==> src/rtl/adc_c2h_pkg.sv <==
/*
 * ADC C2H stream producer, shared definitions
 * widths, phase values of the sample period, lane and word types
 * and the beat stored in the stream FIFO
 */
package adc_c2h_pkg;

    // ********************
    // widths
    // ********************
    localparam int ADC_DATA_WIDTH = 18;
    localparam int N_CHANNELS     = 8;
    localparam int N_LANES        = 4;
    localparam int LANE_WIDTH     = 32;
    localparam int STREAM_WIDTH   = N_LANES * LANE_WIDTH;
    localparam int CNT_WIDTH      = 64;
    localparam int PHASE_WIDTH    = 6;

    // ********************
    // phases of adc_clk_cnt
    // ********************
    // word 0 packed
    localparam logic [PHASE_WIDTH-1:0] PH_WORD0   = 6'd1;
    // word 1 packed, write decision
    localparam logic [PHASE_WIDTH-1:0] PH_WORD1   = 6'd2;
    // packet count and last flag
    localparam logic [PHASE_WIDTH-1:0] PH_PACKET  = 6'd3;
    // sample counter advances
    localparam logic [PHASE_WIDTH-1:0] PH_ADVANCE = 6'd4;

    // ********************
    // types
    // ********************
    typedef logic [ADC_DATA_WIDTH-1:0] adc_sample_t;
    typedef logic [LANE_WIDTH-1:0]     lane_t;
    typedef logic [STREAM_WIDTH-1:0]   stream_word_t;
    typedef logic [CNT_WIDTH-1:0]      sample_count_t;

    // one FIFO entry, word plus packet end marker
    typedef struct packed {
        stream_word_t data;
        logic         last;
    } c2h_beat_t;

endpackage
==> src/rtl/lane_ctrl_if.sv <==
/*
 * lane control bundle
 * carries the load strobe, word select, sample counter and byte order
 * from the acquisition sequencer to the four lane packers
 */
`timescale 1ns/1ps

interface lane_ctrl_if
    import adc_c2h_pkg::*;
();

    // one-cycle strobe in phase 1 and phase 2
    logic          load;
    // 0 selects word 0, 1 selects word 1
    logic          word_sel;
    // counter of the sample being packed
    sample_count_t sample_count;
    // byte order, held for the whole sample
    logic          big_endian;

    modport seq (
        output load,
        output word_sel,
        output sample_count,
        output big_endian
    );

    modport lane (
        input load,
        input word_sel,
        input sample_count,
        input big_endian
    );

endinterface

==> src/rtl/acq_sequencer.sv <==
/*
 * acquisition sequencer
 * decodes the phase of each sample period, keeps the sample and packet
 * counters, decides once per sample whether both words enter the FIFO
 * and marks the last word of each packet
 */
`timescale 1ns/1ps

module acq_sequencer
    import adc_c2h_pkg::*;
#(
    parameter int PKT_SAMPLES_LOG2 = 10
) (
    input  logic                   adc_data_clk,
    input  logic                   acq_on,
    input  logic [PHASE_WIDTH-1:0] adc_clk_cnt,
    input  logic                   big_endian,
    input  logic                   prog_full,
    lane_ctrl_if.seq               ctrl,
    output logic                   wr_valid,
    output logic                   wr_last
);

    // free-running sample number, bytes go into the lanes
    sample_count_t               sample_cnt;
    // written samples within the current packet
    logic [PKT_SAMPLES_LOG2-1:0] pkt_cnt;
    // byte order latched at the start of a sample
    logic                        big_endian_q;

    // ********************
    // lane control
    // ********************
    // load strobes are decoded straight from the phase counter
    assign ctrl.load         = (adc_clk_cnt == PH_WORD0) || (adc_clk_cnt == PH_WORD1);
    assign ctrl.word_sel     = (adc_clk_cnt == PH_WORD1);
    assign ctrl.sample_count = sample_cnt;
    assign ctrl.big_endian   = big_endian_q;

    // ********************
    // sample sequencing
    // ********************
    always_ff @(posedge adc_data_clk or negedge acq_on) begin
        if (!acq_on) begin
            wr_valid     <= 1'b0;
            wr_last      <= 1'b0;
            sample_cnt   <= '0;
            pkt_cnt      <= '0;
            big_endian_q <= 1'b0;
        end else begin
            case (adc_clk_cnt)
                PH_WORD0: begin
                    // byte order is frozen here so both words agree
                    big_endian_q <= big_endian;
                    wr_valid     <= 1'b0;
                    wr_last      <= 1'b0;
                end
                PH_WORD1: begin
                    // whole sample written or whole sample dropped
                    wr_valid <= !prog_full;
                    wr_last  <= 1'b0;
                end
                PH_PACKET: begin
                    // wr_valid stays up, word 1 follows in the next cycle
                    if (wr_valid) begin
                        pkt_cnt <= pkt_cnt + 1'b1;
                        // counter about to wrap, word 1 closes the packet
                        wr_last <= &pkt_cnt;
                    end
                end
                PH_ADVANCE: begin
                    wr_valid   <= 1'b0;
                    wr_last    <= 1'b0;
                    // dropped samples still count, gaps show downstream
                    sample_cnt <= sample_cnt + 1'b1;
                end
                default: begin
                    wr_valid <= 1'b0;
                    wr_last  <= 1'b0;
                end
            endcase
        end
    end

endmodule

==> src/flat_wrapper.sv <==
// flat-port wrapper written by rule: the top's interface ports become plain ports
module acq_sequencer_flat import adc_c2h_pkg::*;
#(
    parameter int PKT_SAMPLES_LOG2 = 10
)
  (adc_data_clk, acq_on, adc_clk_cnt, big_endian, prog_full, wr_valid, wr_last, ctrl_load, ctrl_word_sel, ctrl_sample_count, ctrl_big_endian);
  lane_ctrl_if ctrl_i ();
  input  logic adc_data_clk;
  input  logic acq_on;
  input  logic [PHASE_WIDTH-1:0] adc_clk_cnt;
  input  logic big_endian;
  input  logic prog_full;
  output logic wr_valid;
  output logic wr_last;
  output wire logic [$bits(ctrl_i.load)-1:0] ctrl_load;
  output wire logic [$bits(ctrl_i.word_sel)-1:0] ctrl_word_sel;
  output wire logic [$bits(ctrl_i.sample_count)-1:0] ctrl_sample_count;
  output wire logic [$bits(ctrl_i.big_endian)-1:0] ctrl_big_endian;
  assign ctrl_load = ctrl_i.load;
  assign ctrl_word_sel = ctrl_i.word_sel;
  assign ctrl_sample_count = ctrl_i.sample_count;
  assign ctrl_big_endian = ctrl_i.big_endian;
  acq_sequencer #(.PKT_SAMPLES_LOG2(PKT_SAMPLES_LOG2)) u_core (.adc_data_clk(adc_data_clk), .acq_on(acq_on), .adc_clk_cnt(adc_clk_cnt), .big_endian(big_endian), .prog_full(prog_full), .ctrl(ctrl_i), .wr_valid(wr_valid), .wr_last(wr_last));
endmodule
==> config.mk <==
export PLATFORM = sky130hd
export DESIGN_NAME = acq_sequencer_flat
export DESIGN_NICKNAME = d
export VERILOG_FILES = /design/src/rtl/adc_c2h_pkg.sv /design/src/rtl/lane_ctrl_if.sv /design/src/rtl/acq_sequencer.sv /design/src/flat_wrapper.sv
export SDC_FILE = /design/constraint.sdc
export NUM_CORES = 1
export LEC_CHECK = 0
export BUFFER_PORTS_ARGS = -buffer_cell sky130_fd_sc_hd__buf_2
export CAP_MARGIN = 20
export CORE_MARGIN = 2
export CORE_UTILIZATION = 45
export CTS_CLUSTER_DIAMETER = 50
export DETAILED_ROUTE_END_ITERATION = 16
export PLACE_DENSITY_LB_ADDON = 0.25
export SETUP_SLACK_MARGIN = 0.15
export SLEW_MARGIN = 20
export SYNTH_ARGS = -nofsm -noshare
export SYNTH_HDL_FRONTEND = slang
export SYNTH_SLANG_ARGS = --single-unit
==> constraint.sdc <==
create_clock -name adc_data_clk -period 2.15 [get_ports adc_data_clk]
set_input_delay 0.3225 -clock adc_data_clk [delete_from_list [all_inputs] [get_ports adc_data_clk]]
set_output_delay 0.3225 -clock adc_data_clk [all_outputs]
set_load 0.01 [all_outputs]
== Word level (Yosys, flattened, before mapping) ==
Cells that the tools add are included.

* Latch bits: 0
* Logic and storage cells: 19
* Bits in writable memories: 0
* Bits in read-only memories: 0
* Register bits after elaboration: 77
* Output and inout bits: 69
* Memories kept: 0
* Bits of input ports: 10

* Bitwise gates (word level): 0
* Equal/unequal tests: 5
* Shift operators: 0
* Mux-type cells: 3
* Add/sub/neg operators: 2
* Divide/modulo/power cells: 0
* Reductions and logical operators: 4
* Order comparisons: 0
* $mul: 0

{| class="wikitable"
|+ Operators by type and width
! kind !! number
|-
| adder 64 x 1 -> 64 bit (second input constant) || 1
|-
| equality test 6 x 2 -> 1 bit (second input constant) || 2
|-
| adder 10 x 1 -> 10 bit (second input constant) || 1
|-
| AND reduction 10 bit || 1
|-
| equality test 6 x 1 -> 1 bit (second input constant) || 1
|-
| equality test 6 x 3 -> 1 bit (second input constant) || 1
|-
| two-way mux 1 bit || 2
|-
| != test 2 x 1 -> 1 bit (second input constant) || 1
|-
| case mux 1 bit (2 select lines) || 1
|-
| AND reduction 2 bit || 1
|-
| zero test 1 bit || 1
|-
| logical OR 1 bit || 1
|}

== Longest topological paths before layout ==
* Depth after elaboration: 3
* Gate-level depth with buffers: 7

== Worst setup path after synthesis ==
No wires, ideal clock.

* Path type: input to register
* From: input port adc_clk_cnt[0]
* To: register u_core.sample_cnt[55] (netlist: u_core.ctrl.sample_count[55])
* Stages on the path: 7
* Arrival time: 2,127 ps
* Slack: -102 ps
* Buffers on the path: 2
* Cells stage by stage: buf_4 or3b_4 or4_4 buf_6 nor4_4 nand4_1 xnor2_1

* Longest elaborated chain between the ends: 1

{| class="wikitable"
|+ Ends and longest elaborated chain
! element !! line !! text
|-
| start, declared || flat_wrapper.sv:10 || <nowiki>input logic [PHASE_WIDTH-1:0] adc_clk_cnt;</nowiki>
|-
| equality test 6 x 3 -> 1 bit || acq_sequencer.sv:51 || <nowiki>case (adc_clk_cnt)</nowiki>
|-
| end signal, assigned || acq_sequencer.sv:75 || <nowiki>sample_cnt <= sample_cnt + 1'b1;</nowiki>
|-
| end, declared || acq_sequencer.sv:25 || <nowiki>sample_count_t sample_cnt;</nowiki>
|}

Every way passes these cells.
A chain may end at the register's enable or synchronous reset.

== Worst setup path in the final report ==
* From: register u_core.sample_cnt[2] (netlist: u_core.ctrl.sample_count[2])
* To: register u_core.sample_cnt[23] (netlist: u_core.ctrl.sample_count[23])

* Longest elaborated chain between the ends: 1

{| class="wikitable"
|+ Ends and longest elaborated chain
! element !! line
|-
| adder 64 x 1 -> 64 bit || acq_sequencer.sv:75
|}

Every way passes these cells.

==> results by group <==
Status
  • Outcome: completed

Timing
  • Slew margin rel.: 73.3%
  • Final setup margin: 0.212 ns
  • Setup violators final: 0
  • RSZ-0062 raised after global routing: yes
  • Post-layout min period: 1.94 ns
  • Skew final: around 0.015 ns
  • Fmax: 516 MHz
  • Max-slew violations: 0
  • Hold Violations, Final: 0
  • Worst-margin pin slew: ~0.4 ns
  • Final worst-path cycle share: 90.1%

Die
  • DIE AREA: between 8000 and 9000 um2
  • Die H: 94.8 um
  • Chip width: 94.8 um
  • # IOs: 79
  • Rows: 33
  • Initial Utilization: 45.8%
  • Core box area: 8090 um2

Clock network
  • CTS root buffer: clkbuf_8
  • Clock sink count: 77
  • CTS clock-pin slew for the worst setup and hold paths: about 0.080 ns
  • H-tree depth: 3
  • CTS tree: yes
  • Clock latency on the worst-skew pair: about 0.35 ns
  • Total CTS buffers: 9
  • Max Buffers Root-to-Sink: 2

Yosys
  • Syn Inst Count: 351
  • Synthesized area per cell: 10.6 um2
  • Syn. warnings: 0
  • Synthesized flop and latch total: 77
  • Syn nets: between 300 and 400
  • Proportion of synthesized area in mux cells: less than 1%
  • Post-synth EDFFs: 0
  • Adder-cell share of the synthesized area: 0.675%
  • Combinational family with the most area after synthesis: simple AND/OR/NAND/NOR gates
  • Post-synthesis xor/xnor area fraction: 17.2%
  • Fraction of registers with async set/reset: 100%
  • Yosys top cell area share: between 50 and 60%
  • Area leader, netlist: dfrtp_1
  • Synthesized area: 3710 um2
  • Top post-synthesis cells by area: dfrtp_1, xnor2_1, xor2_1
  • Synth Area in Compound Gates: 0.337%
  • Simple-gate share of the synthesized area: between 20% and 30%
  • Distinct cells, synth: 37
  • Primary FF master, synth: dfrtp_1
  • Seq/Total Area, Yosys: 52.0%

Setup path
  • CP Launch Type: register
  • Crit Path Class: register to register
  • Worst EP arrival: approximately 2.2 ns
  • WP data required: 2.42 ns
  • CP endpoint kind: register
  • Crit path max fanout: 7

Drt
  • DRC Markers: 0
  • Final antenna-violating net count: 0
  • First drt pass iteration count: 4
  • Starting DRT DRC Count: 166
  • Vias: 3189
  • Drt wl/cell: 15.5 um
  • Routed WL: 9.20 mm
  • Vias per cell: 5.36

Layout
  • Seq. cell area: 1930 um2
  • Inserted Diodes: 0
  • Multi-input combinational cell area: 1860 um2
  • Fill cell count: ~700
  • Synthesis-to-layout area growth: 33.9%
  • Commonest cells after routing, fill and taps aside: buf_2, dfrtp_1, buf_4
  • Commonest non-fill, non-tap cell in the layout: buf_2
  • Share of layout cells above drive strength 1: 38.0%
  • Layout Nets: 498

Placed design
  • DP HPWL: roughly 6.4 mm
  • Place WS: -0.152 ns
  • PortBufs: 78
  • Routability Congestion: 0.943

Global route
  • Grt ovf: 0
  • Gr usage total: approximately a fifth
  • Initial antenna violation count: 0
  • Largest net degree at the start of global routing: 78
  • Number of global-route vias before repair: ~3000
  • First-pass GRT wire length: roughly 15 mm

Pwr
  • Comb pwr share: 5.1%
  • Clock power share: a little over two fifths
  • Sw frac: 21.6%
  • Internal Power: ~2.2 mW
  • Switching power: 0.612 mW
  • Peak VDD IR: about 0.38 mV
  • Total Power: 2.83 mW
  • Reg power frac: 52.9%
  • Power Density: 570 nW/um2
  • P_leak: 2.40 nW

Min path
  • Hold Path Class: primary input to register

Job
  • Max_cap viols: 0
[flip-flops by register name, indices dropped and copies added, names as in the netlist]
name                      flops
u_core.ctrl.sample_count     64
u_core.pkt_cnt               10
u_core.wr_valid               1
u_core.ctrl.big_endian        1
u_core.wr_last                1
[worst paths after layout]
| path | endpoint | slack, ns | depth (start not counted) | from |
|---|---|---|---|---|
| worst max-delay path | u_core.ctrl.sample_count[23]$_DFFE_PN0N_ | 0.21 | 6 | u_core.ctrl.sample_count[2]$_DFFE_PN0N_ |
| worst min-delay path | u_core.wr_valid$_DFFE_PN0P_ | 0.17 | 2 | prog_full |
| worst max register to register | u_core.ctrl.sample_count[23]$_DFFE_PN0N_ | 0.21 | 6 | u_core.ctrl.sample_count[2]$_DFFE_PN0N_ |
| worst min register to register | u_core.pkt_cnt[4]$_DFFE_PN0P_ | 0.47 | 1 | u_core.pkt_cnt[4]$_DFFE_PN0P_ |
| max in group asynchronous | u_core.ctrl.sample_count[19]$_DFFE_PN0N_ | 1.27 | 3 | acq_on |
| min in group asynchronous | u_core.ctrl.sample_count[33]$_DFFE_PN0N_ | 0.55 | 3 | acq_on |
[power groups by stage]
stage                     sequential, mW  clock (mW)  combinational (mW)
after floorplan                     1.53           0              0.0432
after global placement              1.52           0               0.129
after detailed placement            1.52           0               0.131
after CTS                           1.50        1.20               0.133
after global routing                1.50        1.28               0.165
final                               1.50        1.19               0.146
[per-layer routing]
layer	up-vias	routed length (um)	track usage, %
met2	107	4410	32.9
li1	1518	-	-
met4	0	101	6.52
met3	13	597	4.87
met5	-	0	0
met1	1551	4090	29.6
[kinds of logic (layout without fill, tap and decap cells)]
| group | count (synthesis) | count (layout) |
|---|---|---|
| flip-flops | 77 | 77 |
| AO/OA/AOI/OAI | 2 | 2 |
| AND/OR/NAND/NOR | 184 | 184 |
| XOR/XNOR | 73 | 73 |
| multiplexers | 3 | 3 |
| adder cells (fa/ha/maj) | 2 | 2 |
| buffers and inverters | 10 | 149 |
[worst max-delay path: stages, from the launching register on]
cell and delay [ns]:
dfrtp_1 0.43, nand2_2 0.11, or4_4 0.58, buf_12 0.16, nor4_1 0.28, buf_4 0.18, xor2_1 0.13
[layout make-up]
cell class                      count  area share [%]
Sequential cell                    77            39.0
Multi-Input combinational cell    264            37.5
Timing Repair Buffer              130            16.3
Clock buffer                       11            2.85
Tap cell                          105            2.65
Clock inverter                      4            1.46
Inverter                            4           0.302
[Yosys cell counts (all sizes together), types with 2 or more instances]
| library cell | count |
|---|---|
| buf | 4 |
| or2 | 4 |
| nand3 | 27 |
| nor3 | 23 |
| nand3b | 2 |
| xnor2 | 47 |
| nand4 | 34 |
| and3 | 3 |
| nor4 | 14 |
| nand2 | 33 |
| or3 | 4 |
| ha | 2 |
| xor2 | 26 |
| nor2 | 24 |
| or4 | 4 |
| and4 | 5 |
| clkbuf | 2 |
| inv | 4 |
| mux2 | 3 |
| dfrtp | 77 |
[metrics by stage]
stage                     area [um2]  std cells  hold slack, ns  setup TNS [ns]  util (%)
after CTS                       4790        584           0.155               0      59.1
after global placement          4510        566           0.377          -0.509      55.8
after global routing            4970        595           0.158               0      61.4
after detailed placement        4510        566           0.372          -0.908      55.8
final                           4970        595           0.169               0      61.4
after floorplan                 3720        351          0.0269         -0.0956         -
[repair_timing]
action                                 4_1_cts  5_1_grt
gates resized for setup                      8       22
buffers inserted                             2       11
setup endpoints to repair                   12       32
endpoints found under the hold margin        2        0
gates cloned                                 0        0
pin swaps                                    1        9
hold buffers                                 1        0
Note: power is estimated with default switching activity, not from simulation.
