File: src/rtl/c2h_stream_fifo.sv
/*
 * C2H stream FIFO
 * single-clock circular buffer with first-word fall-through output,
 * an occupancy counter and a programmable-full flag
 */
`timescale 1ns/1ps

module c2h_stream_fifo #(
    parameter int  DEPTH            = 64,
    parameter int  PROG_FULL_MARGIN = 4,
    parameter type payload_t        = logic
) (
    input  logic     adc_data_clk,
    input  logic     acq_on,
    input  logic     wr_valid,
    input  payload_t wr_data,
    input  logic     rd_ready,
    output logic     prog_full,
    output logic     rd_valid,
    output payload_t rd_data
);

    localparam int AW = (DEPTH > 1) ? $clog2(DEPTH) : 1;
    localparam int CW = $clog2(DEPTH + 1);

    payload_t        mem [DEPTH];
    logic [AW-1:0]   wr_ptr;
    logic [AW-1:0]   rd_ptr;
    logic [CW-1:0]   count;
    logic            full;
    logic            wr_en;
    logic            rd_en;

    // ********************
    // flags
    // ********************
    assign full      = (count == CW'(DEPTH));
    assign prog_full = (count >= CW'(DEPTH - PROG_FULL_MARGIN));
    // head of the buffer is always on the output
    assign rd_valid  = (count != '0);
    assign rd_data   = mem[rd_ptr];

    // writes beyond full are ignored
    assign wr_en = wr_valid && !full;
    assign rd_en = rd_valid && rd_ready;

    // storage
    always_ff @(posedge adc_data_clk) begin
        if (wr_en) begin
            mem[wr_ptr] <= wr_data;
        end
    end

    // ********************
    // pointers and occupancy
    // ********************
    always_ff @(posedge adc_data_clk or negedge acq_on) begin
        if (!acq_on) begin
            wr_ptr <= '0;
            rd_ptr <= '0;
            count  <= '0;
        end else begin
            if (wr_en) begin
                wr_ptr <= (wr_ptr == AW'(DEPTH - 1)) ? '0 : wr_ptr + 1'b1;
            end
            if (rd_en) begin
                rd_ptr <= (rd_ptr == AW'(DEPTH - 1)) ? '0 : rd_ptr + 1'b1;
            end
            // simultaneous read and write leave the count unchanged
            case ({wr_en, rd_en})
                2'b10:   count <= count + 1'b1;
                2'b01:   count <= count - 1'b1;
                default: count <= count;
            endcase
        end
    end

endmodule

File: config.mk
export PLATFORM = sky130hd
export DESIGN_NAME = c2h_stream_fifo
export DESIGN_NICKNAME = d
export VERILOG_FILES = /design/src/rtl/c2h_stream_fifo.sv
export SDC_FILE = /design/constraint.sdc
export NUM_CORES = 1
export LEC_CHECK = 0
export BUFFER_PORTS_ARGS = -buffer_cell sky130_fd_sc_hd__buf_2
export CAP_MARGIN = 10
export CORE_MARGIN = 2
export CORE_UTILIZATION = 56
export DETAILED_ROUTE_END_ITERATION = 10
export GPL_TIMING_DRIVEN = 1
export PLACE_DENSITY = 0.84
export SYNTH_ARGS = -nofsm -noshare
export SYNTH_HDL_FRONTEND = slang
export SYNTH_SLANG_ARGS = --single-unit
File: constraint.sdc
create_clock -name adc_data_clk -period 2.91 [get_ports adc_data_clk]
set_clock_uncertainty 0.1 [all_clocks]
set_input_delay 0.4365 -clock adc_data_clk [delete_from_list [all_inputs] [get_ports adc_data_clk]]
set_output_delay 0.4365 -clock adc_data_clk [all_outputs]
set_load 0.005 [all_outputs]
# ---- Word level (Yosys, flattened, before mapping)
# Memories as Yosys holds them, arrays and structs flattened.
# Cells that the tools add are included.
dict set report word_totals {
  regBits 19
  mem_bits_rw 64
  out_inout_bits 3
  elab_cells 24
  memories 1
}
dict set report op_classes {
  add_sub_neg 4
  magnitude_cmp 1
  n_eq_ne 5
  mux 5
  reduce_logical 5
}
# name words width read_ports rd_ports_with_merged_regs write_ports line_no
set memory_table {}
lappend memory_table {mem 64 1 1 0 1 26} ;# payload_t mem [DEPTH];
# operator n
set op_table {}
lappend op_table {{$pmux W7 S2} 1}
lappend op_table {{$add A6 B1 Y6 const B} 2}
lappend op_table {{$eq A6 B6 Y1 const B} 2}
lappend op_table {{$mux W6} 2}
lappend op_table {{$add A7 B1 Y7 const B} 1}
lappend op_table {{$eq A7 B7 Y1 const B} 1}
lappend op_table {{$ge A7 B6 Y1 const B} 1}
lappend op_table {{$reduce_bool A7 Y1} 1}
lappend op_table {{$sub A7 B1 Y7 const B} 1}
lappend op_table {{$eq A2 B1 Y1 const B} 1}
lappend op_table {{$eq A2 B2 Y1 const B} 1}
lappend op_table {{$logic_and A1 B1 Y1} 2}
lappend op_table {{$mux W1} 2}
lappend op_table {{$reduce_bool A2 Y1} 1}
lappend op_table {{$logic_not A1 Y1} 1}

# ---- Depth between registers and ports, before layout
# Gate-level depths: netlist of run 1.
dict set report logic_depth {
  ltp_word 5
  depth_mapped 12
}

# ---- Least setup slack after synthesis of run 1
# No wires, ideal clock.
dict set report synth_timing {
  path_kind {reg2reg}
  startpoint {register count[5]}
  endpoint {register count[5]}
  setup_time_ps 136
  arrival_time_ps 2678
  t_required_ps 2674
  path_slack_ps -4
  stages_incl_launch_ff 12
  path_buffers 0
  period_less_slack_ps 2914
  path_cell_list {dfrtp_1 nor4_1 nand3_1 nand2_1 inv_1 ha_1 ha_1 a21o_1 a21o_1 a21oi_1 nor4_1 or3b_2}
}
# item line_no
set synth_rtl {}
lappend synth_rtl {{start: declaration} 29} ;# logic [CW-1:0] count;
lappend synth_rtl {{start signal: assignment} 71} ;# 2'b10: count <= count + 1'b1;
lappend synth_rtl {{start signal: assignment} 72} ;# 2'b01: count <= count - 1'b1;
lappend synth_rtl {{start signal: assignment} 73} ;# default: count <= count;
lappend synth_rtl {{$reduce_bool A7 Y1 *} 40} ;# assign rd_valid = (count != '0);
lappend synth_rtl {{via rd_valid} 19} ;# output logic rd_valid,
lappend synth_rtl {{$logic_and A1 B1 Y1 *} 45} ;# assign rd_en = rd_valid && rd_ready;
lappend synth_rtl {{via rd_en} 32} ;# logic rd_en;
lappend synth_rtl {{$eq A2 B1 Y1 / $eq A2 B2 Y1 (equally long branches)} 70} ;# case ({wr_en, rd_en})
lappend synth_rtl {{$pmux W7 S2 / $reduce_bool A2 Y1 (equally long branches)} n/a}
# Mark *: on every way through the listed nets, which the timed path passes. The rest lies on a longest branch.
# A chain may end at the register's enable or synchronous reset.

# ---- Worst setup path after layout of run 1
dict set report layout_timing {
  startpoint {register rd_ptr[0]}
  endpoint {output port rd_data}
}
dict set report layout_via {
  elab_chain_cells 1
}
# item line_no
set layout_lines {}
lappend layout_lines {{start: declaration} 28} ;# logic [AW-1:0] rd_ptr;
lappend layout_lines {{start signal: assignment} 67} ;# rd_ptr <= (rd_ptr == AW'(DEPTH - 1)) ? '0 : rd_ptr + 1'b1;
lappend layout_lines {{$mem_v2 Z64 W1} n/a}
lappend layout_lines {{end: declaration} 20} ;# output payload_t rd_data
# Every way passes these cells.

==> results of run 1 <==
-- per-stage QoR --
step | worst slack, ns | instance area [um2] | util (%) | hold slack [ns]
finish | -0.00871 | 4520 | 65.8 | 0.364
detailed placement | 0.0325 | 4160 | 60.6 | 0.313
floorplan | 0.0368 | 4030 | - | 0.0409
global placement | 0.148 | 4160 | 60.6 | 0.303
CTS | 0.00208 | 4460 | 64.9 | 0.359
global route | -0.0753 | 4520 | 65.8 | 0.365
-- sequential cells by signal, summed over array words and instances (netlist names) --
register and flops:
wr_ptr 6, rd_ptr 6, count 7, mem 64
-- layout make-up --
cell class	count	area, um2
flip-flops and latches	83	2400
inverters	15	56.3
well taps	96	120
repair buffers	26	230
fillers	475	2350
multi-input cells	206	1520
clock buffers	11	131
clock inverters	5	63.8
-- critical path, cell delays in order (launching register included) --
cell,delay [ns]
dfrtp_1,0.41
buf_12,0.16
buf_12,0.11
mux4_1,0.54
o211ai_1,0.26
a41oi_2,0.18
a41o_1,0.24
buf_2,0.12
-- report_power, final --
group | switching [mW] | internal [mW] | leakage [nW]
Combinational | 0.775 | 0.694 | 0.707
Sequential | 0.247 | 1.44 | 0.803
Clock | 0.417 | 0.401 | 0.0937
-- cells by family (layout without fill, tap and decap cells) --
logic type / count (synthesis) / in the layout / share of synthesized area (%)
buffers and inverters: 32 / 57 / 3.76
adder cells (fa/ha/maj): 9 / 9 / 2.99
AO/OA/AOI/OAI: 35 / 35 / 5.88
XOR/XNOR: 8 / 8 / 1.74
multiplexers: 25 / 25 / 11.5
flip-flops: 83 / 83 / 59.6
AND/OR/NAND/NOR: 129 / 129 / 14.6
-- layer usage --
layer / GRT usage [%] / share of wire (%) / vias to the layer above / wire length (um)
met2: 38.2 / 50 / 113 / 4250
met5: 0 / 0 / - / 0
met1: 30.7 / 41 / 1351 / 3430
li1: - / - / 1216 / -
met3: 6.53 / 6.6 / 21 / 556
met4: 7.71 / 2.1 / 0 / 180
-- cells in the mapped netlist (2+ instances only) --
| cell | number |
|---|---|
| xnor2_1 | 7 |
| edfxtp_1 | 64 |
| nand3b_1 | 6 |
| nor4_1 | 3 |
| ha_1 | 8 |
| a31oi_1 | 3 |
| o21ai_0 | 11 |
| o31ai_1 | 2 |
| nand2_1 | 19 |
| a41o_1 | 2 |
| or3_1 | 2 |
| and3_1 | 3 |
| a21o_1 | 3 |
| mux4_1 | 9 |
| inv_1 | 15 |
| dfrtp_1 | 19 |
| clkbuf_1 | 9 |
| nand3_1 | 12 |
| mux2i_1 | 8 |
| buf_2 | 4 |
| nor2_1 | 68 |
| nor2b_1 | 5 |
| mux4_2 | 5 |
| nand4_1 | 5 |
| mux2_2 | 3 |
| o211ai_1 | 4 |
| buf_6 | 3 |
| a21oi_1 | 4 |
-- path summary, 6_finish.rpt --
| check | start | end | slack, ns | cells after the start |
|---|---|---|---|---|
| min reg2reg | rd_ptr[4] | rd_ptr[4] | 0.41 | 1 |
| max reg2reg | count[3] | count[5] | 0.08 | 11 |
| min in group asynchronous | acq_on | rd_ptr[4] | 0.45 | 2 |
| max in group asynchronous | acq_on | count[4] | 1.91 | 2 |
| max | rd_ptr[0] | rd_data | -0.009 | 7 |
| min | rd_ready | rd_ptr[1] | 0.36 | 5 |
-- repair_timing --
action                                  in CTS  in global routing
resized for setup                            2                 14
hold endpoints to repair                    19                  0
endpoints found under the setup margin       1                  4
setup buffers                                5                  4
hold buffers                                 1                  0
cloned                                       1                  0
pin swaps                                    2                  4
==> reports/qor.txt, run 1 <==
Port Buffer Count -> 7
Syn Area/Cell -> 12.5 um2
crit end category -> output port
H-tree Lvls -> 3
CTS sink cnt -> 83
worst rel slew slack -> 35.3%
Yosys top cell by area -> edfxtp_1
fin cells -> 442
Synth cell types -> 43
pwr/cell area -> 878 nW/um2
Tcrit/Tclk final -> 100%
Mapped Area -> 4020 um2
commonest cells after routing, fill and taps aside -> nor2_1 (68), edfxtp_1 (64), nand2_1 (18)
most common cell after layout, fill and taps aside -> nor2_1
hold crit path type -> input pin to register
first-pass GRT wire length -> 13.3 mm
critical path fanouts, max -> 8
antenna viol nets, final -> 0
Synth top area share -> 47.8%
maxcap violations -> 0
largest net degree at the start of global routing -> 65
Peak Freq -> 343 MHz
clock latency on the worst-skew pair -> 0.36 ns
Root Driver -> clkbuf_8
warnings from Yosys -> 0
total wire length -> 8.42 mm
final hold violations -> 0
status -> finished with violations
peak supply drop -> 439 uV
via count -> 2701
post-placement cell count -> 415
initial DRC count -> 322
# diodes -> 0
CTS Buffer Depth -> 2
setup ws final -> -0.00871 ns
Synth Flop Type -> edfxtp_1
Tmin final -> 2.92 ns
Cells after Synth -> 321
Async SR Flop Fraction -> 22.9%
Inserted Clock Buffers -> 9
fin. max-slew vios -> 0
main area contributors after synthesis -> edfxtp_1 (48%), dfrtp_1 (12%), nor2_1 (6.3%)
Setup CP Type -> register to output port
# nets final -> 355
startpoint types -> register
Yosys reg bits -> 83
num rows -> 30
post-DR wirelength/cell -> 19.0 um
IO Count -> 8
CTS clk-pin slew, worst paths -> 0.09 ns
WP data arrival -> 2.38 ns
Total GRT Usage -> 23.5%
CTS tree -> built
number of synthesized flops with an enable pin -> 64
Final Power -> 3.97 mW
first-pass iteration count of the detailed router -> 5
post-DP HPWL -> 5.25 mm
# setup viols final -> 1
CP Data Required Time -> 2.37 ns
register area share after synthesis -> 59.6%
Final TNS setup -> -0.00871 ns
vias in the first global route -> 2625
Static Leak -> 1.60 nW
Core Area -> 6870 um2
unrepaired setup endpoints after global routing -> true
Die Area -> 7880 um2
Synth Net Count -> 335
Remaining DRCs -> 0
Chip Width -> 88.8 um
share of layout cells above drive strength 1 -> 17.6%
Area Growth Syn to Fin -> 12.4%
initial antenna violation count -> 0
vias per inst -> 6.11
Initial Util -> 58.6%
Die Ht -> 88.8 um
GPL Wtd Cong -> 0.861
slew at the pin closest to its max-slew limit -> 0.970 ns
total congestion overflow -> 0
violated checks -> negative setup slack
(Power assumes the default switching activity.)
==> run 2, diff against run 1 <==
==> constraint.sdc (replaced) <==
create_clock -name adc_data_clk -period 2.91 [get_ports adc_data_clk]
set_clock_uncertainty 0.1 [all_clocks]
set_input_delay 0.1455 -clock adc_data_clk [delete_from_list [all_inputs] [get_ports adc_data_clk]]
set_output_delay 0.1455 -clock adc_data_clk [all_outputs]
set_load 0.005 [all_outputs]
==> reports/qor.txt, run 2 (synthesis results as in run 1) <==
status -> completed
Core Area -> 6870 um2
total congestion overflow -> 0
max reg flops -> 64
Cell Area, Placed -> 4150 um2
Static Leak -> 1.53 nW
clock latency on the worst-skew pair -> 0.35 ns
crit end category -> register
num rows -> 30
most common cell after layout, fill and taps aside -> nor2_1
share of layout cells above drive strength 1 -> 15.7%
WP data arrival -> 3.00 ns
vias per inst -> 6.13
CP Data Required Time -> 3.09 ns
critical path's most frequent cell -> inv_1
R2R cell count -> 12
Root Driver -> clkbuf_8
Net Sw Power -> 1.41 mW
total wire length -> 8.15 mm
commonest cells after routing, fill and taps aside -> nor2_1 (68), edfxtp_1 (64), nand2_1 (18)
Critical R2R Launch -> count[3]
Chip Width -> 88.8 um
WHS Path Cells -> 5
Setup CP Type -> register to register
Remaining DRCs -> 0
Area Growth Syn to Fin -> 9.61%
Comb pwr share -> 32.7%
maxcap violations -> 0
critical path fanouts, max -> 6
antenna viol nets, final -> 0
slew at the pin closest to its max-slew limit -> 0.975 ns
CTS sink cnt -> 83
vias in the first global route -> 2404
Min-Delay Endpoint -> rd_ptr[1]
fin. max-slew vios -> 0
Final Power -> 3.81 mW
pwr/cell area -> 864 nW/um2
Inserted Clock Buffers -> 9
max incr delay on CP -> 0.45 ns
Net Sw Frac -> 37.0%
post-DR wirelength/cell -> 18.8 um
Total GRT Usage -> 22.4%
Peak Freq -> 355 MHz
slowest cell on the critical path -> dfrtp_2
Port Buffer Count -> 7
Die Ht -> 88.8 um
hold crit path type -> input pin to register
worst path cell trace -> nor4_4, a31oi_1, inv_1, ha_1, buf_4, inv_1, fa_2, nor2b_1, o21ai_1, a211o_1, o211ai_1, xnor2_1
CP bufs+invs -> 3
Internal Power -> 2.40 mW
GPL Wtd Cong -> 0.981
first-pass GRT wire length -> 12.8 mm
initial DRC count -> 212
first-pass iteration count of the detailed router -> 5
reg2reg setup slack -> 0.09 ns
fin area -> 4410 um2
startpoint types -> register
H-tree Lvls -> 3
# setup viols final -> 0
worst rel slew slack -> 35.0%
# diodes -> 0
hold_sp -> rd_ready
final hold violations -> 0
Clk pwr share -> 21.9%
Tcrit/Tclk final -> 96.8%
Tmin final -> 2.82 ns
CTS Buffer Depth -> 2
# nets final -> 346
initial antenna violation count -> 0
final-layout fill cell count -> 486
largest net degree at the start of global routing -> 65
biggest regs -> mem: 64 flops, count: 7 flops
CTS tree -> built
Reg power frac -> 45.4%
RR Endpoint -> count[6]
peak supply drop -> 383 uV
Die Area -> 7880 um2
IO Count -> 8
CTS clk-pin slew, worst paths -> 0.09 ns
Biggest register -> mem
Top delay family on crit path -> compound AO/OA/AOI/OAI gates
Initial Util -> 58.6%
post-DP HPWL -> 5.16 mm
via count -> 2655
final core occ -> 64.2%
[run 2: cell count changes in the layout (fill, tap and decap cells not counted), sizes merged]
cell	delta
buf	-8
clkinvlp	+1
clkinv	-1
bufbuf	-1
inv	+2
clkbuf	-2
[run 2: power groups by stage]
stage               clock (mW)  combinational (mW)  sequential (mW)
global placement             0                1.16             1.72
global route             0.887                1.37             1.77
floorplan                    0                1.05             1.55
detailed placement           0                1.19             1.73
CTS                      0.837                1.21             1.72
finish                   0.834                1.24             1.73
[run 2: worst max-delay path by stage]
stage / to / slack, ns / from / cells past startpoint
6_report: count[6] / 0.09 / count[3] / 12
5_1_grt: count[6] / -0.03 / count[3] / 12
4_1_cts: count[5] / 0.007 / count[4] / 11
3_5_place_dp: count[6] / -0.02 / count[4] / 12
3_3_place_gp: count[5] / 0.17 / count[4] / 11
2_1_floorplan: count[5] / 0.04 / count[5] / 11
[run 2: layout make-up]
cell class | count | area, um2 | area share [%]
flip-flops and latches | 83 | 2400 | 54.5
multi-input cells | 206 | 1520 | 34.5
clock buffers | 9 | 124 | 2.81
well taps | 96 | 120 | 2.72
repair buffers | 17 | 113 | 2.55
clock inverters | 7 | 75.1 | 1.70
inverters | 15 | 56.3 | 1.28
[run 2: timing repair]
item	CTS	global route
endpoints found under the hold margin	19	0
hold buffers	1	0
pin swaps	0	2
gates resized for setup	4	9
buffers inserted	0	1
endpoints found under the setup margin	3	2
[run 2: metrics by stage]
stage	setup WS [ns]	hold WS, ns	cells	setup TNS, ns
final	0.0927	0.0728	433	0
after CTS	0.00678	0.0875	432	0
after floorplan	0.0368	-0.250	321	0
after detailed placement	-0.0164	0.0153	415	-0.0164
after global placement	0.172	0.0172	415	0
after global routing	-0.0296	0.0786	433	-0.0398
[run 2: worst min-delay path: cells and delay by family]
family / cells / cell delay, ns
buffers and inverters: 2 / 0.17
AND/OR/NAND/NOR: 3 / 0.18
[run 2: layer usage]
metal	wire length, um	share of wire, %	track usage [%]	vias to the layer above
met5	0	0	0	-
met4	151	1.9	10.1	0
met3	497	6.1	3.08	12
met2	3960	49	35.0	100
met1	3540	43	31.6	1341
li1	-	-	-	1202
