**src/rtl/adc_c2h_pkg.sv**
```systemverilog
/*
 * ADC C2H stream producer, shared definitions
 * widths, phase values of the sample period, lane and word types
 * and the beat stored in the stream FIFO
 */
package adc_c2h_pkg;

    // ********************
    // widths
    // ********************
    localparam int ADC_DATA_WIDTH = 18;
    localparam int N_CHANNELS     = 8;
    localparam int N_LANES        = 4;
    localparam int LANE_WIDTH     = 32;
    localparam int STREAM_WIDTH   = N_LANES * LANE_WIDTH;
    localparam int CNT_WIDTH      = 64;
    localparam int PHASE_WIDTH    = 6;

    // ********************
    // phases of adc_clk_cnt
    // ********************
    // word 0 packed
    localparam logic [PHASE_WIDTH-1:0] PH_WORD0   = 6'd1;
    // word 1 packed, write decision
    localparam logic [PHASE_WIDTH-1:0] PH_WORD1   = 6'd2;
    // packet count and last flag
    localparam logic [PHASE_WIDTH-1:0] PH_PACKET  = 6'd3;
    // sample counter advances
    localparam logic [PHASE_WIDTH-1:0] PH_ADVANCE = 6'd4;

    // ********************
    // types
    // ********************
    typedef logic [ADC_DATA_WIDTH-1:0] adc_sample_t;
    typedef logic [LANE_WIDTH-1:0]     lane_t;
    typedef logic [STREAM_WIDTH-1:0]   stream_word_t;
    typedef logic [CNT_WIDTH-1:0]      sample_count_t;

    // one FIFO entry, word plus packet end marker
    typedef struct packed {
        stream_word_t data;
        logic         last;
    } c2h_beat_t;

endpackage
```
**src/rtl/lane_ctrl_if.sv**
```systemverilog
/*
 * lane control bundle
 * carries the load strobe, word select, sample counter and byte order
 * from the acquisition sequencer to the four lane packers
 */
`timescale 1ns/1ps

interface lane_ctrl_if
    import adc_c2h_pkg::*;
();

    // one-cycle strobe in phase 1 and phase 2
    logic          load;
    // 0 selects word 0, 1 selects word 1
    logic          word_sel;
    // counter of the sample being packed
    sample_count_t sample_count;
    // byte order, held for the whole sample
    logic          big_endian;

    modport seq (
        output load,
        output word_sel,
        output sample_count,
        output big_endian
    );

    modport lane (
        input load,
        input word_sel,
        input sample_count,
        input big_endian
    );

endinterface

```
**src/rtl/channel_lane_packer.sv**
```systemverilog
/*
 * channel lane packer
 * builds one 32-bit lane from a channel sample and one counter byte,
 * then applies the byte order in a second register stage
 */
`timescale 1ns/1ps

module channel_lane_packer
    import adc_c2h_pkg::*;
#(
    parameter int LANE = 0
) (
    input  logic        adc_data_clk,
    input  logic        acq_on,
    lane_ctrl_if.lane   ctrl,
    input  adc_sample_t chan_lo,
    input  adc_sample_t chan_hi,
    output lane_t       lane_out
);

    // zero bits between sample and counter byte
    localparam int PAD_WIDTH = LANE_WIDTH - ADC_DATA_WIDTH - 8;
    // counter byte positions for word 0 and word 1
    localparam int BYTE_LO   = 8 * LANE;
    localparam int BYTE_HI   = 8 * (LANE + N_LANES);

    adc_sample_t chan_sel;
    logic [7:0]  cnt_byte;
    lane_t       lane_raw;
    lane_t       lane_swap;
    logic        load_d;

    // word 1 takes channel k+4 and the upper counter half
    assign chan_sel = ctrl.word_sel ? chan_hi : chan_lo;
    assign cnt_byte = ctrl.word_sel ? ctrl.sample_count[BYTE_HI +: 8]
                                    : ctrl.sample_count[BYTE_LO +: 8];

    // all four bytes of the lane reversed
    assign lane_swap = {<<8{lane_raw}};

    // ********************
    // pipeline control
    // ********************
    always_ff @(posedge adc_data_clk or negedge acq_on) begin
        if (!acq_on) begin
            load_d <= 1'b0;
        end else begin
            load_d <= ctrl.load;
        end
    end

    // ********************
    // lane registers
    // ********************
    always_ff @(posedge adc_data_clk) begin
        // stage 1, raw lane one cycle after load
        if (ctrl.load) begin
            lane_raw <= {chan_sel, {PAD_WIDTH{1'b0}}, cnt_byte};
        end
        // stage 2, byte order, two cycles after load
        if (load_d) begin
            lane_out <= ctrl.big_endian ? lane_swap : lane_raw;
        end
    end

endmodule

```
**src/flat_wrapper.sv**
```systemverilog
// flat-port wrapper written by rule: the top's interface ports become plain ports
module channel_lane_packer_flat import adc_c2h_pkg::*;
#(
    parameter int LANE = 0
)
  (adc_data_clk, acq_on, chan_lo, chan_hi, lane_out, ctrl_load, ctrl_word_sel, ctrl_sample_count, ctrl_big_endian);
  lane_ctrl_if ctrl_i ();
  input  logic adc_data_clk;
  input  logic acq_on;
  input  adc_sample_t chan_lo;
  input  adc_sample_t chan_hi;
  output lane_t lane_out;
  input wire logic [$bits(ctrl_i.load)-1:0] ctrl_load;
  input wire logic [$bits(ctrl_i.word_sel)-1:0] ctrl_word_sel;
  input wire logic [$bits(ctrl_i.sample_count)-1:0] ctrl_sample_count;
  input wire logic [$bits(ctrl_i.big_endian)-1:0] ctrl_big_endian;
  assign ctrl_i.load = ctrl_load;
  assign ctrl_i.word_sel = ctrl_word_sel;
  assign ctrl_i.sample_count = ctrl_sample_count;
  assign ctrl_i.big_endian = ctrl_big_endian;
  channel_lane_packer #(.LANE(LANE)) u_core (.adc_data_clk(adc_data_clk), .acq_on(acq_on), .ctrl(ctrl_i), .chan_lo(chan_lo), .chan_hi(chan_hi), .lane_out(lane_out));
endmodule
```
**config.mk**
```make
export PLATFORM = sky130hd
export DESIGN_NAME = channel_lane_packer_flat
export DESIGN_NICKNAME = d
export VERILOG_FILES = /design/src/rtl/adc_c2h_pkg.sv /design/src/rtl/lane_ctrl_if.sv /design/src/rtl/channel_lane_packer.sv /design/src/flat_wrapper.sv
export SDC_FILE = /design/constraint.sdc
export NUM_CORES = 1
export LEC_CHECK = 0
export ABC_AREA = 1
export CAP_MARGIN = 30
export CORE_ASPECT_RATIO = 1.75
export CORE_MARGIN = 2
export CORE_UTILIZATION = 59
export DETAILED_ROUTE_END_ITERATION = 8
export DONT_BUFFER_PORTS = 1
export PLACE_DENSITY_LB_ADDON = 0.12
export SLEW_MARGIN = 20
export SYNTH_ARGS = -nofsm -noshare
export SYNTH_HDL_FRONTEND = slang
export SYNTH_SLANG_ARGS = --single-unit
```
**constraint.sdc**
```tcl
create_clock -name adc_data_clk -period 2.2 [get_ports adc_data_clk]
set_clock_uncertainty 0.2 [all_clocks]
set_input_delay 0.33 -clock adc_data_clk [delete_from_list [all_inputs] [get_ports adc_data_clk]]
set_output_delay 0.33 -clock adc_data_clk [all_outputs]
set_load 0.05 [all_outputs]
```
# After elaboration in Yosys (flattened, before gate mapping)
# Index checks and enable logic that the tools add are counted.
# totals
register_bits	59
latch_bits	0
ram_bits	0
rom_bits	0
in_bits	105
out_inout_bits	32
word_cells	8
memories	0
# op_classes
addsub	0
mul	0
div	0
n_lt_le_gt_ge	0
n_eq_ne	0
n_shift	0
muxes	3
bitwise	0
n_reduce_logical	0
# op_table
op	n
2-to-1 mux 32 bit	1
2-to-1 mux 18 bit	1
2-to-1 mux 8 bit	1

# Logic depth before layout (Yosys ltp)
# Gate-level depths: netlist (run 1).
# depth
word_depth	1
depth_mapped	5
mapped_depth_nobuf	3

# Least setup slack after synthesis (run 1)
# No wires, ideal clock.
# synth_path
kind	register -> register
from	reg u_core.load_d
to	reg u_core.lane_out[0], enable pin
setup_ns	0.388
arrival_ns	0.937
required_time_ns	1.612
path_slack_ns	0.675
path_stages_with_launch	1
n_path_buf	0
period_less_slack_ns	1.525
path_cell_list	dfrtp_1
# synth_rtl
element	line	rtl
start: declaration	channel_lane_packer.sv:31	logic load_d;
start signal: assignment	channel_lane_packer.sv:48	load_d <= ctrl.load;
end signal: assignment	channel_lane_packer.sv:62	lane_out <= ctrl.big_endian ? lane_swap : lane_raw;
end: declaration	channel_lane_packer.sv:18	output lane_t lane_out
# No word-level cell between the ends.

# Final worst setup path (run 1)
# layout_path
from	in chan_lo[15]
to	reg u_core.lane_raw[29], data pin
# layout_via
elab_chain_len	1
# layout_rtl
element	line	rtl
start: declaration	flat_wrapper.sv:10	input adc_sample_t chan_lo;
2-to-1 mux 18 bit	channel_lane_packer.sv:34	assign chan_sel = ctrl.word_sel ? chan_hi : chan_lo;
named net u_core.chan_sel[15]	channel_lane_packer.sv:27	adc_sample_t chan_sel;
end signal: assignment	channel_lane_packer.sv:58	lane_raw <= {chan_sel, {PAD_WIDTH{1'b0}}, cnt_byte};
end: declaration	channel_lane_packer.sv:29	lane_t lane_raw;
# The timed path passes the listed nets, and every way through them passes these cells.
# A chain may end at the register's enable or synchronous reset.

==> flow_summary.rst, run 1 <==
.. list-table::
   :header-rows: 1

   * - Metric
     - Value
   * - Outcome
     - finished clean
   * - Total number of vias
     - 1798
   * - Pin count of the biggest net entering global routing
     - 33
   * - Arrival time reported for the critical path endpoint
     - 1580 ps
   * - Synthesized instance count
     - about 230
   * - Die ar.
     - 4810 sq um
   * - Switching part of the total power
     - roughly 24%
   * - Fraction of the yosys area taken by sequential cells
     - 70.5%
   * - Worst voltage drop across the vdd grid
     - 0.632 mV
   * - Element type at the critical path start
     - primary input
   * - Most instantiated flip-flop cell in the synthesis netlist
     - edfxtp_1
   * - Total number of H-tree levels
     - 3
   * - Power per Cell Area
     - 850 nW/um^2
   * - Crit-path cells
     - dlygate4sd3_1 > nand2_2 > nand2_1 > dlygate4sd3_1
   * - Final worst-path cycle share
     - 77.5%
   * - Initial core utilization
     - 61.0%
   * - Cell taking the most area after synthesis
     - edfxtp_1
   * - Source-to-sink clock delay at the later pin of the worst-skew pair
     - 340 ps
   * - Number of enable-type register cells in the synthesized netlist
     - 58
   * - Tightest slew margin relative to the limit
     - 62.4%
   * - Cell with the largest stage delay on the worst path
     - dlygate4sd3_1
   * - Number of failing setup endpoints in the final timing report
     - 0
   * - Fraction of synthesized cell area taken by the top area cell type
     - a little over two thirds
   * - Gate power share
     - 8.9%
   * - Switching power summed over all nets
     - 0.668 mW
   * - Crit path largest cell delay
     - 580 ps
   * - Site row count
     - 31
   * - Total track usage
     - between 20% and 30%
   * - Distinct cell type count of the synthesized netlist
     - 12
   * - Data required time at the worst endpoint
     - 2070 ps
   * - Final hold violation count
     - 0
   * - Most numerous cell on the critical path
     - dlygate4sd3_1
   * - Critical path endpoint category
     - flip-flop
   * - Shortest clock period the worst path allows after layout
     - 1710 ps
   * - Maximum buffer depth of the clock tree
     - 2
   * - Crit Path Class
     - primary input to flip-flop
   * - CTS tree
     - yes
   * - Final-layout worst hold slack
     - 0.445 ps
   * - Buffers added on ports
     - 0
   * - WL final
     - roughly 5.3 mm
   * - Fraction of layout instances using a drive strength above 1
     - 7.77%
   * - Number of violations reported at the end of detailed-routing iteration 0
     - 83
   * - Number of diodes
     - 0
   * - Reg power frac
     - a little over half
   * - Slew Limit Fails
     - 0
   * - Total negative setup slack
     - 0 ps
   * - Slew at the pin closest to its max-slew limit
     - roughly 560 ps
   * - Mean instance size in the synthesized netlist
     - around 11 sq um
   * - Total nets after synthesis
     - 339
   * - Total power
     - approximately 2.8 mW
   * - Leak
     - 1.48 nW
   * - Family with the most delay on the worst path
     - buffers and inverters
   * - Pre-Repair DR Iteration Count
     - 5
   * - Core ar.
     - 4110 sq um
   * - Number of global-route vias before repair
     - 1748
   * - Internal power of the cells
     - around 2.1 mW
   * - Routed Antenna Nets
     - 0
   * - Count of boundary I/O pins
     - 137
   * - Maximum Capacitance Violations
     - 0
   * - Top post-synthesis cells by area
     - edfxtp_1 69%, nand2_1 21%, buf_6 2.2%, inv_1 1.8%, buf_4 1.2%
   * - Routed len/inst
     - 15.3 microns
   * - Post-Synthesis Cell Area
     - 2510 sq um
   * - Register bit count reported by yosys
     - 59
   * - Setup repair after global routing missed its margin
     - false
   * - Die X
     - 53.3 microns
   * - Final #Nets
     - 396
   * - Synth warn
     - 0
   * - CTS Root Buffer Type
     - clkbuf_8
   * - Number of antenna violations at the first check in global routing
     - 0
   * - Clock sink total
     - 59
   * - Final GP Congestion
     - 0.787
   * - FMAX
     - 0.586 GHz
   * - Cells resized by post-CTS repair
     - 0
   * - Fraction of synthesis flops using an asynchronous set or reset pin
     - about 1.7%
   * - Clock Pin Slew Worst Setup and Hold Paths
     - around 60 ps
   * - Total clock buffers created by CTS
     - 9
   * - Vert. Die Dim
     - 90.2 microns
   * - Utilization of the core after routing
     - 79.0%
   * - Post-route DRC violation count
     - 0
   * - Wire length of the first global-routing pass
     - 8.30 mm
   * - Cell with the most instances after synthesis
     - nand2_1
   * - Type of the most critical hold path
     - primary input to flip-flop
   * - Largest driver fanout on the critical path
     - 1
   * - Most instantiated cells after synthesis
     - 140 x nand2_1, 58 x edfxtp_1, 12 x inv_1, 6 x nor2_1, 5 x buf_6
   * - Area Growth Syn to Fin
     - 29.6%
   * - Via density
     - 5.21
   * - Leftover overflow at the end of global routing
     - 0
   * - Portion of total power attributed to the clock network
     - 37.2%
   * - Crit path buffers/inverters
     - 2
## sequential cells by signal, summed over array words and instances, names as in the netlist
register / flops
u_core.load_d: 1
u_core.lane_raw: 26
u_core.lane_out: 32
## per-stage QoR
stage,setup WS (ps),area [sq um],instances
3_3_place_gp,988,2470,273
4_1_cts,392,3240,344
5_1_grt,465,3250,345
2_1_floorplan,675,2510,234
6_report,495,3250,345
3_5_place_dp,955,2470,273
## cell usage in the layout (no fill, tap or decap), drive strengths merged
master and instances:
bufinv 2, clkinv 5, dlygate4sd3 54, edfxtp 58, nand2 144, nor2 6, dfrtp 1, buf 3
clkbuf 9, inv 14
## per-layer routing
layer	wire length [microns]	global-route usage (%)	share of wire, %
met4	139	12.4	2.6
met2	2870	41.4	55
met5	0	0	0
met3	394	7.48	7.5
met1	1860	27.7	35
## power by group through the flow
| stage | combinational [mW] | sequential, mW | clock, mW |
|---|---|---|---|
| floorplan | 0.118 | 1.51 | 0 |
| global placement | 0.112 | 1.51 | 0 |
| global route | 0.273 | 1.50 | 1.09 |
| detailed placement | 0.121 | 1.51 | 0 |
| CTS | 0.232 | 1.49 | 1.03 |
| finish | 0.244 | 1.49 | 1.03 |
## worst paths after layout
kind,start,endpoint,slack [ps],cells after the start
max,chan_lo[15],u_core.lane_raw[29],490,4
max in group asynchronous,acq_on,u_core.load_d,1130,2
min,ctrl_big_endian,u_core.lane_out[26],0.4,2
max reg2reg,u_core.load_d,u_core.lane_out[29],950,1
min reg2reg,u_core.lane_raw[18],u_core.lane_out[10],340,2
min in group asynchronous,acq_on,u_core.load_d,570,2
## cell type report
cell class	count	area, sq um
clock buffers	9	124
clock inverters	7	82.6
flip-flops and latches	59	1770
multi-input cells	150	573
inverters	14	60.1
well taps	49	61.3
repair buffers	57	579
fillers	246	865
## cells by family (layout without fill, tap and decap cells)
group	count (synthesis)	count (layout)	synth area share, %
DFF	59	59	70.5
and+or+nand+nor	150	150	22.9
buffers and inverters	25	87	6.64
## timing repair
action | 4_1_cts | 5_1_grt
endpoints found under the hold margin | 84 | 0
buffers inserted | 0 | 0
hold buffers | 55 | 0
(Power assumes the default switching activity.)
==> run 2, diff against run 1 <==
==> constraint.sdc (replaced) <==
create_clock -name adc_data_clk -period 1.62 [get_ports adc_data_clk]
set_clock_uncertainty 0.2 [all_clocks]
set_input_delay 0.243 -clock adc_data_clk [delete_from_list [all_inputs] [get_ports adc_data_clk]]
set_output_delay 0.243 -clock adc_data_clk [all_outputs]
set_load 0.05 [all_outputs]
==> flow_summary.rst, run 2 (synthesis gave the netlist of run 1 again) <==
.. list-table::
   :header-rows: 1

   * - Metric
     - Value
   * - Outcome
     - finished clean
   * - Crit Path Class
     - primary input to flip-flop
   * - Routed len/inst
     - 16.5 microns
   * - Number of diodes
     - 0
   * - Clock Pin Slew Worst Setup and Hold Paths
     - 60 ps
   * - Total track usage
     - 27.7%
   * - Critical path endpoint category
     - flip-flop
   * - Final cell area excluding filler cells
     - 3370 sq um
   * - Power per Cell Area
     - 1120 nW/um^2
   * - Type of the most critical hold path
     - primary input to flip-flop
   * - Slew Limit Fails
     - 0
   * - Total clock buffers created by CTS
     - 9
   * - Leak
     - 1.54 nW
   * - Total number of H-tree levels
     - 3
   * - Total negative setup slack
     - 0 ps
   * - Leading cell type in the layout, fill and taps excluded
     - nand2_1
   * - Registers with the highest flip-flop counts
     - u_core.lane_out x32, u_core.lane_raw x26, u_core.load_d x1
   * - Via density
     - 5.26
   * - Number of flip-flops in the largest register
     - 32
   * - Die X
     - 53.3 microns
   * - Shortest clock period the worst path allows after layout
     - 1600 ps
   * - Number of antenna violations at the first check in global routing
     - 0
   * - Setup crit end
     - u_core.lane_raw[5]
   * - Final-layout worst hold slack
     - 35.5 ps
   * - Number of failing setup endpoints in the final timing report
     - 0
   * - Final worst-path cycle share
     - between 90% and 100%
   * - Instance area after placement
     - 2480 sq um
   * - Number of global-route vias before repair
     - 1858
   * - Crit path largest cell delay
     - 550 ps
   * - Slew at the pin closest to its max-slew limit
     - approximately 850 ps
   * - Element type at the critical path start
     - primary input
   * - Source-to-sink clock delay at the later pin of the worst-skew pair
     - about 330 ps
   * - CTS tree
     - yes
   * - Final #Nets
     - between 400 and 500
   * - Post-CTS setup-driven buffer insertion count
     - 0
   * - Leading cell types in the layout, fill and taps excluded
     - 140 x nand2_1, 64 x dlygate4sd3_1, 58 x edfxtp_1
   * - Register containing the most flip-flops in the final layout
     - u_core.lane_out
   * - CTS Root Buffer Type
     - clkbuf_8
   * - Maximum Capacitance Violations
     - 0
   * - Pin count of the biggest net entering global routing
     - 33
   * - WL final
     - 5.88 mm
   * - Largest driver fanout on the critical path
     - 1
   * - Number of violations reported at the end of detailed-routing iteration 0
     - 105
   * - R2r endpoint
     - u_core.lane_out[20]
   * - Crit path depth
     - 4
   * - Worst voltage drop across the vdd grid
     - 1.25 mV
   * - Leftover overflow at the end of global routing
     - 0
   * - Arrival time reported for the critical path endpoint
     - around 1500 ps
   * - Setup repair after global routing missed its margin
     - false
   * - Site row count
     - 31
   * - Final GP Congestion
     - 0.786
   * - Core ar.
     - 4110 sq um
   * - Area Growth Syn to Fin
     - 34.6%
   * - Cell with the largest stage delay on the worst path
     - dlygate4sd3_1
   * - Count of boundary I/O pins
     - 137
   * - Final-layout fill cell count
     - 227
   * - Maximum buffer depth of the clock tree
     - 2
   * - Clock sink total
     - 59
   * - Routed Antenna Nets
     - 0
   * - Crit. Startpoint
     - ctrl_sample_count[5]
   * - Reg-to-Reg Start
     - u_core.lane_raw[20]
   * - Data required time at the worst endpoint
     - 1500 ps
   * - Family with the most delay on the worst path
     - buffers and inverters
   * - Post-route DRC violation count
     - 0
   * - Crit-path cells
     - dlygate4sd3_1 > nand2_1 > nand2_1 > dlygate4sd3_1
   * - Half-perimeter wire length after placement
     - around 3.0 mm
   * - Fraction of layout instances using a drive strength above 1
     - 7.17%
   * - Initial core utilization
     - 61.0%
   * - Pre-Repair DR Iteration Count
     - 5
   * - Crit path buffers/inverters
     - 2
   * - Total number of vias
     - approximately 1900
   * - Die ar.
     - 4810 sq um
   * - Reg-to-reg slack, setup
     - 80 ps
   * - FMAX
     - 0.624 GHz
   * - Buffers added on ports
     - 0
   * - Vert. Die Dim
     - 90.2 microns
   * - Final hold violation count
     - 0
   * - Wire length of the first global-routing pass
     - 9.17 mm
   * - Worst r2r path cells
     - 3
   * - Tightest slew margin relative to the limit
     - 43.4%
-- run 2: layout make-up --
type	count	area, sq um	area share (%)
flip-flops and latches	59	1770	52.4
multi-input cells	150	573	17.0
inverters	14	60.1	1.78
clock inverters	7	82.6	2.45
clock buffers	9	124	3.67
repair buffers	68	706	20.9
well taps	49	61.3	1.82
-- run 2: worst register-to-register path, delay by kind of cell, from the launching register on --
family | cells | cell delay (ps)
buffers and inverters | 2 | 640
flip-flops | 1 | 420
AND/OR/NAND/NOR | 1 | 40
-- run 2: worst min path at each step --
stage,from,end,slack [ps],cells after the start
after floorplan,acq_on,u_core.load_d,-250,0
after global placement,acq_on,u_core.load_d,-250,0
after detailed placement,acq_on,u_core.load_d,-250,0
after CTS,ctrl_word_sel,u_core.lane_raw[30],20,3
after global routing,ctrl_word_sel,u_core.lane_raw[31],40,3
final,ctrl_word_sel,u_core.lane_raw[30],40,3
-- run 2: timing repair --
item	4_1_cts	5_1_grt
gates resized for setup	0	2
hold buffers	67	0
endpoints found under the hold margin	86	0
endpoints found under the setup margin	0	14
-- run 2: metal layers --
| layer | GRT usage (%) | share of wire [%] | up-vias | wire [microns] |
|---|---|---|---|---|
| li1 | - | - | 882 | - |
| met1 | 32.3 | 36 | 864 | 2140 |
| met2 | 45.1 | 55 | 120 | 3210 |
| met3 | 8.97 | 7.6 | 6 | 449 |
| met4 | 11.8 | 1.5 | 0 | 86 |
| met5 | 0 | 0 | - | 0 |
-- run 2: power breakdown --
part	internal [mW]	switching [mW]	leakage (nW)
clock network	0.846	0.550	0.108
logic	0.182	0.173	0.832
registers	1.82	0.203	0.595
total	2.85	0.926	1.54
-- run 2: metrics by stage --
step           total power [mW]  worst slack, ps  std cells  util [%]
3_5_place_dp               2.22              536        273      60.3
2_1_floorplan              2.21             94.7        234         -
4_1_cts                    3.77             2.64        356      81.9
5_1_grt                    3.91             25.3        356      82.0
6_report                   3.77             17.7        356      82.0
3_3_place_gp               2.20              546        273      60.3
